===== src/common/stq_entry_pkg.sv =====
// ---------------------------------------------------------------------
// store-queue entry encodings: entry state, EX1 hazard code, store size
// ---------------------------------------------------------------------

package stq_entry_pkg;

  // ---------------------------------------------------------------------
  // entry lifecycle
  // ---------------------------------------------------------------------
  typedef enum logic [2:0] {
    ST_INIT         = 3'd0,
    ST_ISSUE_WAIT   = 3'd1,
    ST_ISSUED       = 3'd2,
    ST_WAIT_COMMIT  = 3'd3,
    ST_WAIT_ST_DATA = 3'd4,
    ST_COMMIT       = 3'd5,
    ST_DEAD         = 3'd6
  } stq_state_e;

  // result reported by the EX1 stage for an issued store
  typedef enum logic [1:0] {
    HAZ_NONE         = 2'd0,
    HAZ_TLB_MISS     = 2'd1,
    HAZ_L1D_CONFLICT = 2'd2
  } ex1_haz_e;

  // log2 of the byte count
  typedef logic [1:0] st_size_t;

endpackage


===== src/common/lsu_tag_pkg.sv =====
// ---------------------------------------------------------------------
// core-wide tag types shared by the load/store unit
// commit, group, rename and branch tags plus data and address widths
// ---------------------------------------------------------------------

package lsu_tag_pkg;

  // commit id of a retirement group
  localparam int CMT_ID_W = 6;
  typedef logic [CMT_ID_W-1:0] cmt_id_t;

  // one-hot slot inside a commit group
  localparam int GRP_W = 4;
  typedef logic [GRP_W-1:0] grp_id_t;

  // physical register rename id
  localparam int RNID_W = 7;
  typedef logic [RNID_W-1:0] rnid_t;

  // in-flight branch tracking
  localparam int BR_TAG_NUM = 8;
  typedef logic [$clog2(BR_TAG_NUM)-1:0] brtag_t;
  typedef logic [BR_TAG_NUM-1:0] brmask_t;

  // datapath widths
  localparam int XLEN = 64;
  typedef logic [XLEN-1:0] data_t;

  localparam int VADDR_W = 40;
  typedef logic [VADDR_W-1:0] addr_t;

endpackage

===== src/design/stq_entry/stq_entry.sv =====
// ---------------------------------------------------------------------
// store-queue entry: one dispatched store from issue through commit
// ---------------------------------------------------------------------

module stq_entry (
  input  logic                         i_clk,
  input  logic                         i_reset_n,
  // dispatch
  input  logic                         i_disp_load,
  input  lsu_tag_pkg::cmt_id_t         i_disp_cmt_id,
  input  lsu_tag_pkg::grp_id_t         i_disp_grp_id,
  input  lsu_tag_pkg::brmask_t         i_disp_br_mask,
  input  lsu_tag_pkg::rnid_t           i_disp_rs1_rnid,
  input  lsu_tag_pkg::rnid_t           i_disp_rs2_rnid,
  input  logic                         i_disp_rs1_ready,
  input  logic                         i_disp_rs2_ready,
  input  lsu_tag_pkg::data_t           i_disp_rs2_data,
  // physical write bus
  input  logic                         i_phy_wr_valid,
  input  lsu_tag_pkg::rnid_t           i_phy_wr_rnid,
  input  lsu_tag_pkg::data_t           i_phy_wr_data,
  // issue and EX1
  input  logic                         i_entry_picked,
  input  logic                         i_ex1_valid,
  input  stq_entry_pkg::ex1_haz_e      i_ex1_haz,
  input  lsu_tag_pkg::addr_t           i_ex1_vaddr,
  input  lsu_tag_pkg::addr_t           i_ex1_paddr,
  input  stq_entry_pkg::st_size_t      i_ex1_size,
  input  logic                         i_ex1_uc,
  input  logic                         i_ex1_except,
  // branch resolution
  input  logic                         i_br_update,
  input  lsu_tag_pkg::brtag_t          i_br_tag,
  input  logic                         i_br_mispredict,
  // commit
  input  logic                         i_commit_valid,
  input  lsu_tag_pkg::cmt_id_t         i_commit_cmt_id,
  input  lsu_tag_pkg::grp_id_t         i_commit_done_grp,
  input  logic                         i_commit_flush,
  // write-out
  input  logic                         i_stbuf_accept,
  input  logic                         i_uc_write_accept,
  input  logic                         i_stq_outptr_valid,
  output logic                         o_entry_ready,
  output logic                         o_stbuf_req_valid,
  output logic                         o_uc_write_req_valid,
  output lsu_tag_pkg::addr_t           o_st_addr,
  output stq_entry_pkg::st_size_t      o_st_size,
  output lsu_tag_pkg::data_t           o_st_data,
  output logic                         o_st_finish
);

  import stq_entry_pkg::*;

  stq_state_e w_state;
  logic       w_flush;
  logic       w_disp_flush;
  logic       w_commit_ok;
  logic       w_rs1_ready;
  logic       w_rs2_held;
  logic       w_ex1_accept;
  logic       w_uc;
  logic       w_except;

  stq_entry_ctrl u_ctrl (
    .i_clk, .i_reset_n, .i_disp_load, .i_entry_picked, .i_ex1_valid, .i_ex1_haz,
    .i_flush (w_flush), .i_disp_flush (w_disp_flush), .i_commit_ok (w_commit_ok),
    .i_rs1_ready (w_rs1_ready), .i_rs2_held (w_rs2_held), .i_except (w_except),
    .i_uc (w_uc), .i_stbuf_accept, .i_uc_write_accept, .i_stq_outptr_valid,
    .o_state (w_state), .o_ex1_accept (w_ex1_accept), .o_entry_ready,
    .o_stbuf_req_valid, .o_uc_write_req_valid, .o_st_finish
  );

  stq_operand_track u_operand_track (
    .i_clk, .i_reset_n, .i_disp_load, .i_disp_rs1_rnid, .i_disp_rs2_rnid,
    .i_disp_rs1_ready, .i_disp_rs2_ready, .i_disp_rs2_data,
    .i_phy_wr_valid, .i_phy_wr_rnid, .i_phy_wr_data,
    .o_rs1_ready (w_rs1_ready), .o_rs2_held (w_rs2_held), .o_st_data
  );

  stq_rob_monitor u_rob_monitor (
    .i_clk, .i_reset_n, .i_disp_load, .i_disp_cmt_id, .i_disp_grp_id, .i_disp_br_mask,
    .i_br_update, .i_br_tag, .i_br_mispredict, .i_commit_valid, .i_commit_cmt_id,
    .i_commit_done_grp, .i_commit_flush, .i_state (w_state),
    .o_flush (w_flush), .o_disp_flush (w_disp_flush), .o_commit_ok (w_commit_ok)
  );

  stq_addr_capture u_addr_capture (
    .i_clk, .i_reset_n, .i_ex1_accept (w_ex1_accept), .i_ex1_vaddr, .i_ex1_paddr,
    .i_ex1_size, .i_ex1_uc, .i_ex1_except,
    .o_st_addr, .o_st_size, .o_uc (w_uc), .o_except (w_except)
  );

endmodule


===== src/design/stq_entry/stq_entry_ctrl.sv =====
// ---------------------------------------------------------------------
// store-queue entry FSM with issue request, write requests and finish
// ---------------------------------------------------------------------

module stq_entry_ctrl (
  input  logic                             i_clk,
  input  logic                             i_reset_n,
  input  logic                             i_disp_load,
  input  logic                             i_entry_picked,
  input  logic                             i_ex1_valid,
  input  stq_entry_pkg::ex1_haz_e          i_ex1_haz,
  input  logic                             i_flush,
  input  logic                             i_disp_flush,
  input  logic                             i_commit_ok,
  input  logic                             i_rs1_ready,
  input  logic                             i_rs2_held,
  input  logic                             i_except,
  input  logic                             i_uc,
  input  logic                             i_stbuf_accept,
  input  logic                             i_uc_write_accept,
  input  logic                             i_stq_outptr_valid,
  output stq_entry_pkg::stq_state_e        o_state,
  output logic                             o_ex1_accept,
  output logic                             o_entry_ready,
  output logic                             o_stbuf_req_valid,
  output logic                             o_uc_write_req_valid,
  output logic                             o_st_finish
);

  import stq_entry_pkg::*;

  stq_state_e r_state;
  stq_state_e w_state_next;
  logic       w_in_commit;
  logic       w_req_done;

  // ---------------------------------------------------------------------
  // issue side
  // ---------------------------------------------------------------------

  // address operand present and no kill this cycle
  assign o_entry_ready = (r_state == ST_ISSUE_WAIT) & i_rs1_ready & ~i_flush;

  // clean EX1 result loads the address fields
  assign o_ex1_accept = (r_state == ST_ISSUED) & i_ex1_valid &
                        (i_ex1_haz == HAZ_NONE) & ~i_flush;

  // ---------------------------------------------------------------------
  // write-out side
  // ---------------------------------------------------------------------

  // only the queue head talks to the store buffer
  assign w_in_commit = (r_state == ST_COMMIT) & i_stq_outptr_valid;

  assign o_stbuf_req_valid    = w_in_commit & ~i_uc & ~i_except;
  assign o_uc_write_req_valid = w_in_commit &  i_uc & ~i_except;

  assign w_req_done = o_stbuf_req_valid    & i_stbuf_accept |
                      o_uc_write_req_valid & i_uc_write_accept;

  // faulting stores retire without a write
  assign o_st_finish = w_in_commit & (w_req_done | i_except) |
                       (r_state == ST_DEAD) & i_stq_outptr_valid;

  // ---------------------------------------------------------------------
  // state transitions
  // ---------------------------------------------------------------------
  always_comb begin
    w_state_next = r_state;
    case (r_state)
      ST_INIT: begin
        if (i_disp_load) begin
          w_state_next = i_disp_flush ? ST_DEAD : ST_ISSUE_WAIT;
        end
      end
      ST_ISSUE_WAIT: begin
        if (i_flush) begin
          w_state_next = ST_DEAD;
        end else if (o_entry_ready & i_entry_picked) begin
          w_state_next = ST_ISSUED;
        end
      end
      ST_ISSUED: begin
        if (i_flush) begin
          w_state_next = ST_DEAD;
        end else if (i_ex1_valid) begin
          // any hazard sends the store back for another pick
          w_state_next = (i_ex1_haz == HAZ_NONE) ? ST_WAIT_COMMIT : ST_ISSUE_WAIT;
        end
      end
      ST_WAIT_COMMIT: begin
        if (i_flush) begin
          w_state_next = ST_DEAD;
        end else if (i_commit_ok) begin
          w_state_next = i_rs2_held ? ST_COMMIT : ST_WAIT_ST_DATA;
        end
      end
      ST_WAIT_ST_DATA: begin
        if (i_flush) begin
          w_state_next = ST_DEAD;
        end else if (i_rs2_held) begin
          w_state_next = ST_COMMIT;
        end
      end
      ST_COMMIT: begin
        if (o_st_finish) begin
          w_state_next = ST_INIT;
        end
      end
      ST_DEAD: begin
        // wait for the head pointer so the queue drains in order
        if (i_stq_outptr_valid) begin
          w_state_next = ST_INIT;
        end
      end
      default: begin
        w_state_next = ST_INIT;
      end
    endcase
  end

  always_ff @(posedge i_clk or negedge i_reset_n) begin
    if (!i_reset_n) begin
      r_state <= ST_INIT;
    end else begin
      r_state <= w_state_next;
    end
  end

  assign o_state = r_state;

endmodule


===== src/design/stq_entry/stq_operand_track.sv =====
// ---------------------------------------------------------------------
// operand tracking: rs1 readiness and rs2 store data capture
// ---------------------------------------------------------------------

module stq_operand_track (
  input  logic                  i_clk,
  input  logic                  i_reset_n,
  input  logic                  i_disp_load,
  input  lsu_tag_pkg::rnid_t    i_disp_rs1_rnid,
  input  lsu_tag_pkg::rnid_t    i_disp_rs2_rnid,
  input  logic                  i_disp_rs1_ready,
  input  logic                  i_disp_rs2_ready,
  input  lsu_tag_pkg::data_t    i_disp_rs2_data,
  input  logic                  i_phy_wr_valid,
  input  lsu_tag_pkg::rnid_t    i_phy_wr_rnid,
  input  lsu_tag_pkg::data_t    i_phy_wr_data,
  output logic                  o_rs1_ready,
  output logic                  o_rs2_held,
  output lsu_tag_pkg::data_t    o_st_data
);

  import lsu_tag_pkg::*;

  rnid_t r_rs1_rnid;
  rnid_t r_rs2_rnid;
  data_t r_rs2_data;
  logic  r_rs1_ready;
  logic  r_rs2_held;
  logic  w_rs1_hit;
  logic  w_rs2_hit;
  logic  w_rs2_held_now;

  // compare against the incoming ids in the dispatch cycle
  assign w_rs1_hit = i_phy_wr_valid &
                     (i_phy_wr_rnid == (i_disp_load ? i_disp_rs1_rnid : r_rs1_rnid));
  assign w_rs2_hit = i_phy_wr_valid &
                     (i_phy_wr_rnid == (i_disp_load ? i_disp_rs2_rnid : r_rs2_rnid));

  assign w_rs2_held_now = i_disp_load ? i_disp_rs2_ready : r_rs2_held;

  always_ff @(posedge i_clk or negedge i_reset_n) begin
    if (!i_reset_n) begin
      r_rs1_ready <= 1'b0;
      r_rs2_held  <= 1'b0;
    end else begin
      r_rs1_ready <= (i_disp_load ? i_disp_rs1_ready : r_rs1_ready) | w_rs1_hit;
      r_rs2_held  <= w_rs2_held_now | w_rs2_hit;
    end
  end

  // ids and store data
  always_ff @(posedge i_clk) begin
    if (i_disp_load) begin
      r_rs1_rnid <= i_disp_rs1_rnid;
      r_rs2_rnid <= i_disp_rs2_rnid;
    end
    if (w_rs2_held_now) begin
      if (i_disp_load) begin
        r_rs2_data <= i_disp_rs2_data;
      end
    end else if (w_rs2_hit) begin
      r_rs2_data <= i_phy_wr_data;
    end
  end

  assign o_rs1_ready = r_rs1_ready;
  assign o_rs2_held  = r_rs2_held;
  assign o_st_data   = r_rs2_data;

endmodule


===== src/design/stq_entry/stq_rob_monitor.sv =====
// ---------------------------------------------------------------------
// ROB side tracking: branch mask, flush detection and commit check
// ---------------------------------------------------------------------

module stq_rob_monitor (
  input  logic                         i_clk,
  input  logic                         i_reset_n,
  input  logic                         i_disp_load,
  input  lsu_tag_pkg::cmt_id_t         i_disp_cmt_id,
  input  lsu_tag_pkg::grp_id_t         i_disp_grp_id,
  input  lsu_tag_pkg::brmask_t         i_disp_br_mask,
  input  logic                         i_br_update,
  input  lsu_tag_pkg::brtag_t          i_br_tag,
  input  logic                         i_br_mispredict,
  input  logic                         i_commit_valid,
  input  lsu_tag_pkg::cmt_id_t         i_commit_cmt_id,
  input  lsu_tag_pkg::grp_id_t         i_commit_done_grp,
  input  logic                         i_commit_flush,
  input  stq_entry_pkg::stq_state_e    i_state,
  output logic                         o_flush,
  output logic                         o_disp_flush,
  output logic                         o_commit_ok
);

  import lsu_tag_pkg::*;
  import stq_entry_pkg::*;

  cmt_id_t r_cmt_id;
  grp_id_t r_grp_id;
  brmask_t r_br_mask;
  brmask_t w_resolved;
  grp_id_t w_older_grp;
  logic    w_live;

  assign w_resolved = i_br_update ? (brmask_t'(1) << i_br_tag) : '0;

  // live means dispatched and not yet committed
  assign w_live = (i_state != ST_INIT) & (i_state < ST_COMMIT);

  assign o_flush = w_live & (i_commit_flush |
                             i_br_update & i_br_mispredict & r_br_mask[i_br_tag]);

  assign o_disp_flush = i_disp_load & i_br_update & i_br_mispredict &
                        i_disp_br_mask[i_br_tag];

  // all older slots of the group must be done
  assign w_older_grp = r_grp_id - grp_id_t'(1);
  assign o_commit_ok = i_commit_valid & (i_commit_cmt_id == r_cmt_id) &
                       (i_state == ST_WAIT_COMMIT) &
                       ((i_commit_done_grp & w_older_grp) == w_older_grp);

  always_ff @(posedge i_clk or negedge i_reset_n) begin
    if (!i_reset_n) begin
      r_br_mask <= '0;
    end else begin
      r_br_mask <= (i_disp_load ? i_disp_br_mask : r_br_mask) & ~w_resolved;
    end
  end

  always_ff @(posedge i_clk) begin
    if (i_disp_load) begin
      r_cmt_id <= i_disp_cmt_id;
      r_grp_id <= i_disp_grp_id;
    end
  end

endmodule


===== src/design/stq_entry/stq_addr_capture.sv =====
// ---------------------------------------------------------------------
// address capture from EX1: address, size, uncached flag, exception
// ---------------------------------------------------------------------

module stq_addr_capture (
  input  logic                       i_clk,
  input  logic                       i_reset_n,
  input  logic                       i_ex1_accept,
  input  lsu_tag_pkg::addr_t         i_ex1_vaddr,
  input  lsu_tag_pkg::addr_t         i_ex1_paddr,
  input  stq_entry_pkg::st_size_t    i_ex1_size,
  input  logic                       i_ex1_uc,
  input  logic                       i_ex1_except,
  output lsu_tag_pkg::addr_t         o_st_addr,
  output stq_entry_pkg::st_size_t    o_st_size,
  output logic                       o_uc,
  output logic                       o_except
);

  // attribute flags steer the write-out request
  always_ff @(posedge i_clk or negedge i_reset_n) begin
    if (!i_reset_n) begin
      o_uc     <= 1'b0;
      o_except <= 1'b0;
    end else if (i_ex1_accept) begin
      o_uc     <= i_ex1_uc;
      o_except <= i_ex1_except;
    end
  end

  // faulting address is reported as virtual
  always_ff @(posedge i_clk) begin
    if (i_ex1_accept) begin
      o_st_addr <= i_ex1_except ? i_ex1_vaddr : i_ex1_paddr;
      o_st_size <= i_ex1_size;
    end
  end

endmodule


===== config.mk =====
export PLATFORM = sky130hd
export DESIGN_NAME = stq_entry
export DESIGN_NICKNAME = d
export VERILOG_FILES = /design/src/common/stq_entry_pkg.sv /design/src/common/lsu_tag_pkg.sv /design/src/design/stq_entry/stq_entry.sv /design/src/design/stq_entry/stq_entry_ctrl.sv /design/src/design/stq_entry/stq_operand_track.sv /design/src/design/stq_entry/stq_rob_monitor.sv /design/src/design/stq_entry/stq_addr_capture.sv
export SDC_FILE = /design/constraint.sdc
export NUM_CORES = 1
export LEC_CHECK = 0
export ABC_AREA = 1
export BUFFER_PORTS_ARGS = -buffer_cell sky130_fd_sc_hd__buf_4
export CAP_MARGIN = 20
export CORE_AREA = 2 2 153 155
export DETAILED_ROUTE_END_ITERATION = 10
export DIE_AREA = 0 0 155 157
export SLEW_MARGIN = 20
export SYNTH_ARGS = -nofsm -noshare
export SYNTH_HDL_FRONTEND = slang
export SYNTH_SLANG_ARGS = --single-unit

===== constraint.sdc =====
create_clock -name i_clk -period 11.6 [get_ports i_clk]
set_input_delay 0.58 -clock i_clk [delete_from_list [all_inputs] [get_ports i_clk]]
set_output_delay 0.58 -clock i_clk [all_outputs]
set_load 0.005 [all_outputs]

# After elaboration in Yosys (flattened, before gate mapping)
# Index checks and enable logic that the tools add are counted.
# W data, S select, Z words.
[op_classes]
add_sub_neg = 1
mux = 29
reduce_logical = 6
bitwise = 39
magnitude_cmp = 2
shifts = 1
n_eq_ne = 18
[ops]
columns = ["cell", "n"]
rows = [
  ["$mux W64", 3],
  ["$mux W40", 1],
  ["$mux W3", 12],
  ["$and A1 B1 Y1", 27],
  ["$pmux W3 S7", 1],
  ["$mux W8", 2],
  ["$eq A7 B7 Y1", 2],
  ["$mux W7", 2],
  ["$eq A3 B3 Y1 const B", 3],
  ["$and A8 B8 Y8", 1],
  ["$ne A2 B2 Y1 const B", 4],
  ["$not A8 Y8", 1],
  ["$shl A1 B3 Y8 const A", 1],
  ["$reduce_and A7 Y1", 1],
  ["$bmux W1 S3", 2],
  ["$eq A3 B2 Y1 const B", 2],
  ["$eq A6 B6 Y1", 1],
  ["$ne A3 B1 Y1 const B", 2],
  ["$ne A3 B2 Y1 const B", 2],
  ["$or A1 B1 Y1", 6],
  ["$mux W1", 5],
  ["$and A4 B4 Y4", 1],
  ["$eq A4 B4 Y1", 1],
  ["$lt A3 B4 Y1 const B", 1],
  ["other kinds (10)", 12],
]
[totals]
out_inout_bits = 110
elab_cells = 109
register_bits = 145
inputBits = 281

# Logic depth before layout (Yosys ltp)
# Gate-level depths: netlist of run 1.
[depth]
word_depth = 11
mapped_depth = 14
ltp_nobuf = 14

# Modules after synthesis
# From an unflattened synthesis of run 1, not the netlist that was laid out.
[hier_totals]
cells_unflattened = 787
area_unflattened_um2 = 7068.0
[modules_own_cells]
columns = ["module", "seq_area_each_um2", "cells_each", "instances", "area_each_um2"]
rows = [
  ["stq_operand_track", 2252.2, 402, 1, 3648.5],
  ["stq_addr_capture", 1311.3, 181, 1, 1946.9],
  ["stq_rob_monitor", 500.5, 129, 1, 1049.8],
  ["stq_entry_ctrl", 75.1, 75, 1, 422.9],
]

# Worst setup path before layout of run 1
# OpenSTA, ideal clock, no wires.
[synth_path]
path_type = "input-to-reg"
from = "input port i_disp_load"
to = "register u_operand_track.r_rs2_data[0], in the netlist u_operand_track.o_st_data[0], enable pin"
n_path_buf = 2
setup_ns = 0.574
required_ns = 11.026
setup_slack_ns = 5.147
stages = 9
arrival_time_ns = 5.879
path_cell_list = "buf_4 buf_2 nand2_1 nand2_1 nand2_1 nand4_1 nor3_1 nand4_1 o21ai_0"
[synth_between]
elab_chain_len = 5
elab_cells_between_ends = 7
cone_classes = "2 x eq/ne; 2 x mux; 1 x bitwise; 2 x reduce/logical"
[synth_lines]
columns = ["element", "line", "source"]
rows = [
  ["from (decl)", "stq_entry.sv:9", "input logic i_disp_load,"],
  ["$mux W7", "stq_operand_track.sv:37", "(i_phy_wr_rnid == (i_disp_load ? i_disp_rs2_rnid : r_rs2_rnid));"],
  ["$eq A7 B7 Y1", "stq_operand_track.sv:37", ""],
  ["$and A1 B1 Y1", "stq_operand_track.sv:36", "assign w_rs2_hit = i_phy_wr_valid &"],
  ["$reduce_bool A2 Y1 (no line)", "n/a", ""],
  ["$reduce_and A2 Y1 (no line) *", "n/a", ""],
  ["to (signal assigned)", "stq_operand_track.sv:59", "r_rs2_data <= i_disp_rs2_data;"],
  ["to (signal assigned)", "stq_operand_track.sv:62", "r_rs2_data <= i_phy_wr_data;"],
  ["to (decl)", "stq_operand_track.sv:26", "data_t r_rs2_data;"],
]
# Mark *: on every way between the ends. The rest lies on a longest branch, timed or not.
# A chain may end at the register's enable or synchronous reset.

# Worst setup path after layout of run 1
[layout_path]
from = "input port i_disp_load"
to = "register u_operand_track.r_rs2_data[11], in the netlist u_operand_track.o_st_data[11], enable pin"
# The elaborated chain is that of the path after synthesis.

==> flow_metrics.tcl, run 1 <==
set metrics [dict create \
    combPwrFrac_pct 19.1 \
    via_per_inst 4.377 \
    final-hold-violation-count 0 \
    cts.htree.levels 4 \
    vdd_drop_max_mv 0.08018 \
    setup_viol 0 \
    power_frac_clock_pct 39.6 \
    n_antenna_cell 0 \
    die-area_sq_mm 0.02434 \
    p_int_w 0.001127 \
    drtAntennaViolNets 0 \
    synth_nets 1055 \
    drtPass1Iterations 5 \
    fin_crit_sh_pct 26.28 \
    die_h_um 157 \
    outcome "completed" \
    grt_pass1_wl_mm 32.98 \
    postCtsSetupBuffers 0 \
    slew_viol_final 0 \
    io_pins 391 \
    mostFrequentLayoutCells "442 x nand2_1, 394 x buf_4, 116 x edfxtp_1" \
    p_seq_share_pct 41.3 \
    p_sw_share_pct 25.85 \
    rows 55 \
    tightest_slew_ns 0.8566 \
    port_buffers 390 \
    syn_inst 773 \
    multi_input_area_sq_mm 0.002266 \
    drt_wl_total_mm 22.21 \
    place_congestion 0.8361 \
    root_buffer "clkbuf_16" \
    tns_ns 0 \
    startpoint_type "input port" \
    layout.nets 1441 \
    synthToLayoutAreaGrowth_pct 57.73 \
    switching_power_w 0.0003929 \
    fmax_ghz 0.3280 \
    clock_skew_ns 0.01916 \
    initial_utilization_pct 29.83 \
    layout_commonest_cell "nand2_1" \
    routedWlPerCell_um 15.26 \
    route.detailed.drc 0 \
    drive_gt1_share_pct 37.57 \
    cap_violations 0 \
    syn-cell-area_sq_mm 0.006713 \
    ctsResizeCount 0 \
    vias 6373 \
    overflow 0 \
    cp_max_fo 64 \
    ctsHoldBuffers 0 \
    clk_latency_ns 0.42 \
    grt_pass1_vias 6248 \
    synth_cell_type_count 28 \
    register_area_sq_mm 0.004139 \
    period_needed_ns 3.048 \
    hold_path_class "in2async" \
    die_w_um 155 \
    antenna_found_initial 0 \
    p_leak_nw 5.365 \
    clock_path_buffers 2 \
    cp.arrival_ns 3.08 \
    path_clk_slew_ns 0.06 \
    seq_area_frac_synth_pct 61.66 \
    core_area_sq_mm 0.02250 \
    yosysWarnings 0 \
    first_iter_violations 311 \
    dp_hpwl_mm 17.43 \
    grt_max_degree 66 \
    syn_avg_cell_area_sq_um 8.684 \
    finalCoreUtilization_pct 47.05 \
    critPathRequiredTime_ns 11.63 \
    worstSetupPathType "in2reg" \
    rsz0062_at_grt "no" \
    power.density_mw_per_mm2 143.6 \
    worst_setup_path_end_kind "register" \
    clock-sinks 145 \
    cts_tree "done" \
    numCtsBuffers 17 \
    max-slew-margin-rel_pct 42.89 \
    grt.total_usage_pct 17.84 \
    fillers 2226 \
    synth-seq-cells 145 \
]
routing by layer:
layer	vias to the layer above	global-route usage [%]	part of all wire, %
li1	3216	-	-
met1	2854	20.06	38
met2	289	32.06	51
met3	14	6.195	9.6
met4	0	5.071	1.1
met5	-	0	0
cells by family (layout without fill, tap and decap cells):
logic type / after synthesis / count (layout) / share of synthesized area [%]
fa+ha+maj: 1 / 1 / 0.1864
compound gates: 32 / 32 / 2.665
flops: 145 / 145 / 61.66
buf+inv: 84 / 482 / 4.921
simple gates: 500 / 500 / 29.13
xor+xnor: 11 / 11 / 1.435
synth_stat cells:
master,instances,share of area (%)
nand3_1,15,1.1
a21oi_1,7,0.52
nand2_1,442,25
nor4_1,1,0.093
edfxtp_1,116,52
dfxtp_1,14,4.2
buf_2,9,0.67
nor2_4,1,0.17
ha_1,1,0.19
o21ai_0,17,1.3
nor3_1,5,0.37
xnor2_1,1,0.13
buf_1,3,0.17
nor2_1,23,1.3
nor3_2,3,0.45
nand4_1,4,0.37
buf_4,1,0.11
a22oi_1,6,0.67
inv_1,52,2.9
inv_2,4,0.22
o22ai_1,1,0.093
o21a_1,1,0.11
nand2_2,3,0.28
xor2_1,10,1.3
or2_2,1,0.093
nor2_2,2,0.19
dfrtp_1,15,5.6
clkbuf_1,15,0.84
worst max-delay path, stage by stage:
cell	delay [ns]
buf_4	0.36
inv_1	0.45
nand2_1	0.19
nand2_1	0.08
nand2_1	0.06
nand4_1	0.09
nor3_1	0.15
nand4_1	0.20
o21ai_4	0.17
buf_4	0.64
final timing paths:
path / start / endpoint / slack (ns) / cells after the start
setup reg to reg: u_operand_track.o_rs2_held$_DFF_PN0_ / u_operand_track.o_st_data[31]$_DFFE_PP_ / 9.28 / 7
setup / recovery: i_disp_load / u_operand_track.o_st_data[11]$_DFFE_PP_ / 8.55 / 10
min in group i_clk: i_ex1_size[1] / u_addr_capture.o_st_size[1]$_DFFE_PP_ / 0.33 / 1
max in group asynchronous: i_reset_n / u_ctrl.o_state[0]$_DFFE_PN0P_ / 11.40 / 1
hold reg to reg: u_operand_track.r_rs1_rnid[5]$_DFF_P_ / u_operand_track.r_rs1_rnid[5]$_DFF_P_ / 0.45 / 2
hold / removal: i_reset_n / u_addr_capture.o_except$_DFFE_PN0P_ / 0.01 / 1
through the flow:
| stage | setup slack (ns) | instances | area (sq um) | total power (W) | hold slack, ns |
|---|---|---|---|---|---|
| after floorplan | 5.147 | 773 | 6713 | 0.0007859 | 0.2844 |
| after global placement | 8.166 | 1424 | 9930 | 0.0009264 | 0.4340 |
| after detailed placement | 8.125 | 1425 | 9950 | 0.0009323 | 0.4403 |
| after CTS | 8.572 | 1456 | 10590 | 0.001538 | 0.001153 |
| after global routing | 8.274 | 1456 | 10590 | 0.001601 | 0.01212 |
| final | 8.552 | 1456 | 10590 | 0.001520 | 0.01142 |
registers in the layout (all words and copies together), names as in the netlist, 2 cells and up:
name,flops
u_rob_monitor.r_grp_id,4
u_operand_track.r_rs1_rnid,7
u_operand_track.r_rs2_rnid,7
u_addr_capture.o_st_addr,40
u_rob_monitor.r_br_mask,8
u_operand_track.o_st_data,64
u_addr_capture.o_st_size,2
u_rob_monitor.r_cmt_id,6
u_ctrl.o_state,3
final cells by class:
class,instances,share of cell area [%]
sequential,145,39.09
timing repair buffer,395,28.13
multi-input combinational,544,21.40
clock buffer,18,4.053
tap,285,3.368
inverter,56,1.985
clock inverter,13,1.974
power by group through the flow:
stage	Sequential [W]	Combinational (W)	Clock, W
floorplan	0.000638	0.000148	0
global placement	0.000638	0.000288	0
detailed placement	0.000639	0.000294	0
CTS	0.000628	0.000294	0.000616
global route	0.000633	0.000331	0.000637
finish	0.000628	0.000290	0.000602
Note: power is estimated with default switching activity, not from simulation.
==> run 2: changes to the inputs <==
Settings changed: ABC_AREA 1 to 0, CORE_AREA 2 2 153 155 to 2 2 150 152, DIE_AREA 0 0 155 157 to 0 0 152 154.
Clock period 11.6 ns to 3.1 ns, I/O delays scaled along.
==> run 2 against run 1 <==
Worst setup slack worse by 8.2 ns. Largest power group unchanged. Clock power rose to 3.9 times the previous value. Non-clock buffer count increased by 35. Die area fell by 3.8%. Count of clock-buffer cells in the layout rose by 2. Utilization grew 3.2 points. Critical path type unchanged. Highest routed layer unchanged. Synthesized cell count decreased by 45%. Combinational power increased to 3.9 times the previous value. Via count is 18% lower. Global-route usage decreased by 0.15 points. Design area up 3.0%.
==> flow_metrics.tcl, run 2 <==
set metrics [dict create \
    seq_area_frac_synth_pct 62.47 \
    pre_cts_ws_ns 0.2996 \
    route.detailed.drc 0 \
    r2r_slack_ns 0.51 \
    slew_viol_final 0 \
    fillers 1961 \
    port_buffers 390 \
    layout.nets 1135 \
    ys.flop_type "edfxtp_1" \
    setup_slack_ns 0.3917 \
    synth_enable_flop_cells 116 \
    clk_latency_ns 0.42 \
    grt_pass1_wl_mm 31.48 \
    postCtsSetupBuffers 0 \
    clock_skew_ns 0.01446 \
    setup_viol 0 \
    fmax_ghz 0.3692 \
    synth_cell_type_count 60 \
    grt_max_degree 65 \
    p_leak_nw 4.648 \
    ys_top_cells_by_area "edfxtp_1 53%, mux2_2 20%, dfrtp_1 5.7%" \
    die-area_sq_mm 0.02341 \
    final-hold-violation-count 0 \
    place_congestion 0.8127 \
    power.density_mw_per_mm2 535.0 \
    dp_hpwl_mm 16.73 \
    grt.total_usage_pct 17.69 \
    cap_violations 0 \
    synthArstFlopShare_pct 10.34 \
    cp_slowest_cell "o2bb2ai_4" \
    worst_setup_path_end_kind "register" \
    root_buffer "clkbuf_16" \
    overflow 0 \
    antenna_found_initial 0 \
    vdd_drop_max_mv 0.3372 \
    worstSetupPathType "in2reg" \
    die_h_um 154 \
    n_antenna_cell 0 \
    syn_inst 428 \
    io_pins 391 \
    tns_ns 0 \
    largest_reg_flops 64 \
    drt_wl_total_mm 20.98 \
    synth-seq-cells 145 \
    outcome "completed" \
    post-synth-top-count-cell "mux2_2" \
    fin_crit_sh_pct 87.36 \
    vias 5221 \
    via_per_inst 4.556 \
    mostFrequentLayoutCells "394 x buf_4, 118 x mux2_2, 116 x edfxtp_1" \
    syn-cell-area_sq_mm 0.006625 \
    routedWlPerCell_um 18.31 \
    layout_commonest_cell "buf_4" \
    path_clk_slew_ns 0.06 \
    grt_pass1_vias 5676 \
    cts.htree.levels 4 \
    max_stage_delay_ns 0.68 \
    rsz0062_at_grt "no" \
    cts_tree "done" \
    cp.arrival_ns 2.83 \
    period_needed_ns 2.708 \
    numCtsBuffers 17 \
    synth_nets 710 \
    tightest_slew_ns 0.7494 \
    clock-sinks 145 \
    die_w_um 152 \
    synthToLayoutAreaGrowth_pct 64.66 \
    max-slew-margin-rel_pct 49.96 \
    critPathBufInv 3 \
    core_area_sq_mm 0.02169 \
    first_iter_violations 312 \
    register_area_sq_mm 0.004139 \
    drtAntennaViolNets 0 \
    yosysWarnings 0 \
    rows 54 \
    ys_top_cells_by_count "118 x mux2_2, 116 x edfxtp_1, 15 x dfrtp_1, 15 x xor2_1, 14 x dfxtp_1" \
    drive_gt1_share_pct 63.86 \
    initial_utilization_pct 30.55 \
    multi_input_area_sq_mm 0.002360 \
    dpl.cell_count 1082 \
    critPathRequiredTime_ns 3.22 \
    crit_path_cell_trace "dlygate4sd3_1, buf_4, mux2_2, xnor2_1, nor4_1, nand4_1, o2bb2ai_4, buf_12" \
    synth_top_area_cell "edfxtp_1" \
    syn_avg_cell_area_sq_um 15.48 \
    drtPass1Iterations 5 \
    instances_no_fill 1146 \
    yosysTopAreaCellShare_pct 52.58 \
    clock_path_buffers 2 \
    hold_path_class "in2reg" \
    crit_family "buffers and inverters" \
    startpoint_type "input port" \
    cp_max_fo 18 \
]
run 2: layout make-up:
class	instances	area share, %
Timing Repair Buffer	430	30.78
Sequential cell	145	37.94
Inverter	10	0.3441
Tap cell	280	3.211
Multi-Input combinational cell	249	21.63
Clock buffer	20	4.003
Clock inverter	12	2.087
run 2: metrics by stage:
step	area, sq um	power (W)	utilization, %	hold slack (ns)
after floorplan	6644	0.002993	-	-0.1406
after global placement	9925	0.003515	45.76	0.02962
after detailed placement	9925	0.003521	45.76	0.02830
after CTS	10900	0.005905	50.25	0.0009173
after global routing	10910	0.006113	50.30	0.01206
final	10910	0.005836	50.30	0.01495
run 2: path summary, 6_finish.rpt:
kind                       depth (start not counted)                                   from                                 endpoint
setup / recovery                                   8                     i_disp_rs2_rnid[5]  u_operand_track.o_st_data[37]$_DFFE_PP_
hold / removal                                     2                     i_disp_rs1_rnid[3]    u_operand_track.r_rs1_rnid[3]$_DFF_P_
setup reg to reg                                   6  u_operand_track.r_rs2_rnid[2]$_DFF_P_  u_operand_track.o_st_data[37]$_DFFE_PP_
hold reg to reg                                    1  u_operand_track.r_rs1_rnid[6]$_DFF_P_    u_operand_track.r_rs1_rnid[6]$_DFF_P_
max in group asynchronous                          2                              i_reset_n          u_addr_capture.o_uc$_DFFE_PN0P_
min in group asynchronous                          2                              i_reset_n     u_rob_monitor.r_br_mask[2]$_DFF_PN0_
run 2: power breakdown:
group | switching [W] | total (W) | internal [W]
Clock | 0.000809 | 0.00233 | 0.00152
Combinational | 0.000455 | 0.00113 | 0.000674
Sequential | 0.000113 | 0.00238 | 0.00227
Total | 0.00138 | 0.00584 | 0.00446
run 2: repair_timing:
item                                   CTS  global route
gates resized for setup                  0             0
endpoints found under the hold margin   45             1
hold buffers                            31             1
run 2: kinds of logic after synthesis:
family	after synthesis	synth area share (%)
flip-flops	145	62.47
multiplexers	135	23.10
adder cells (fa/ha/maj)	1	0.1888
XOR/XNOR	20	2.644
AND/OR/NAND/NOR	54	4.741
AO/OA/AOI/OAI	39	4.476
buffers and inverters	34	2.380
run 2: per-layer routing:
| layer | part of all wire, % | up-vias | global-route usage, % |
|---|---|---|---|
| met3 | 9.5 | 29 | 7.215 |
| met4 | 2.4 | 0 | 6.542 |
| li1 | - | 2500 | - |
| met1 | 37 | 2410 | 19.30 |
| met2 | 51 | 282 | 30.95 |
| met5 | 0 | - | 0 |
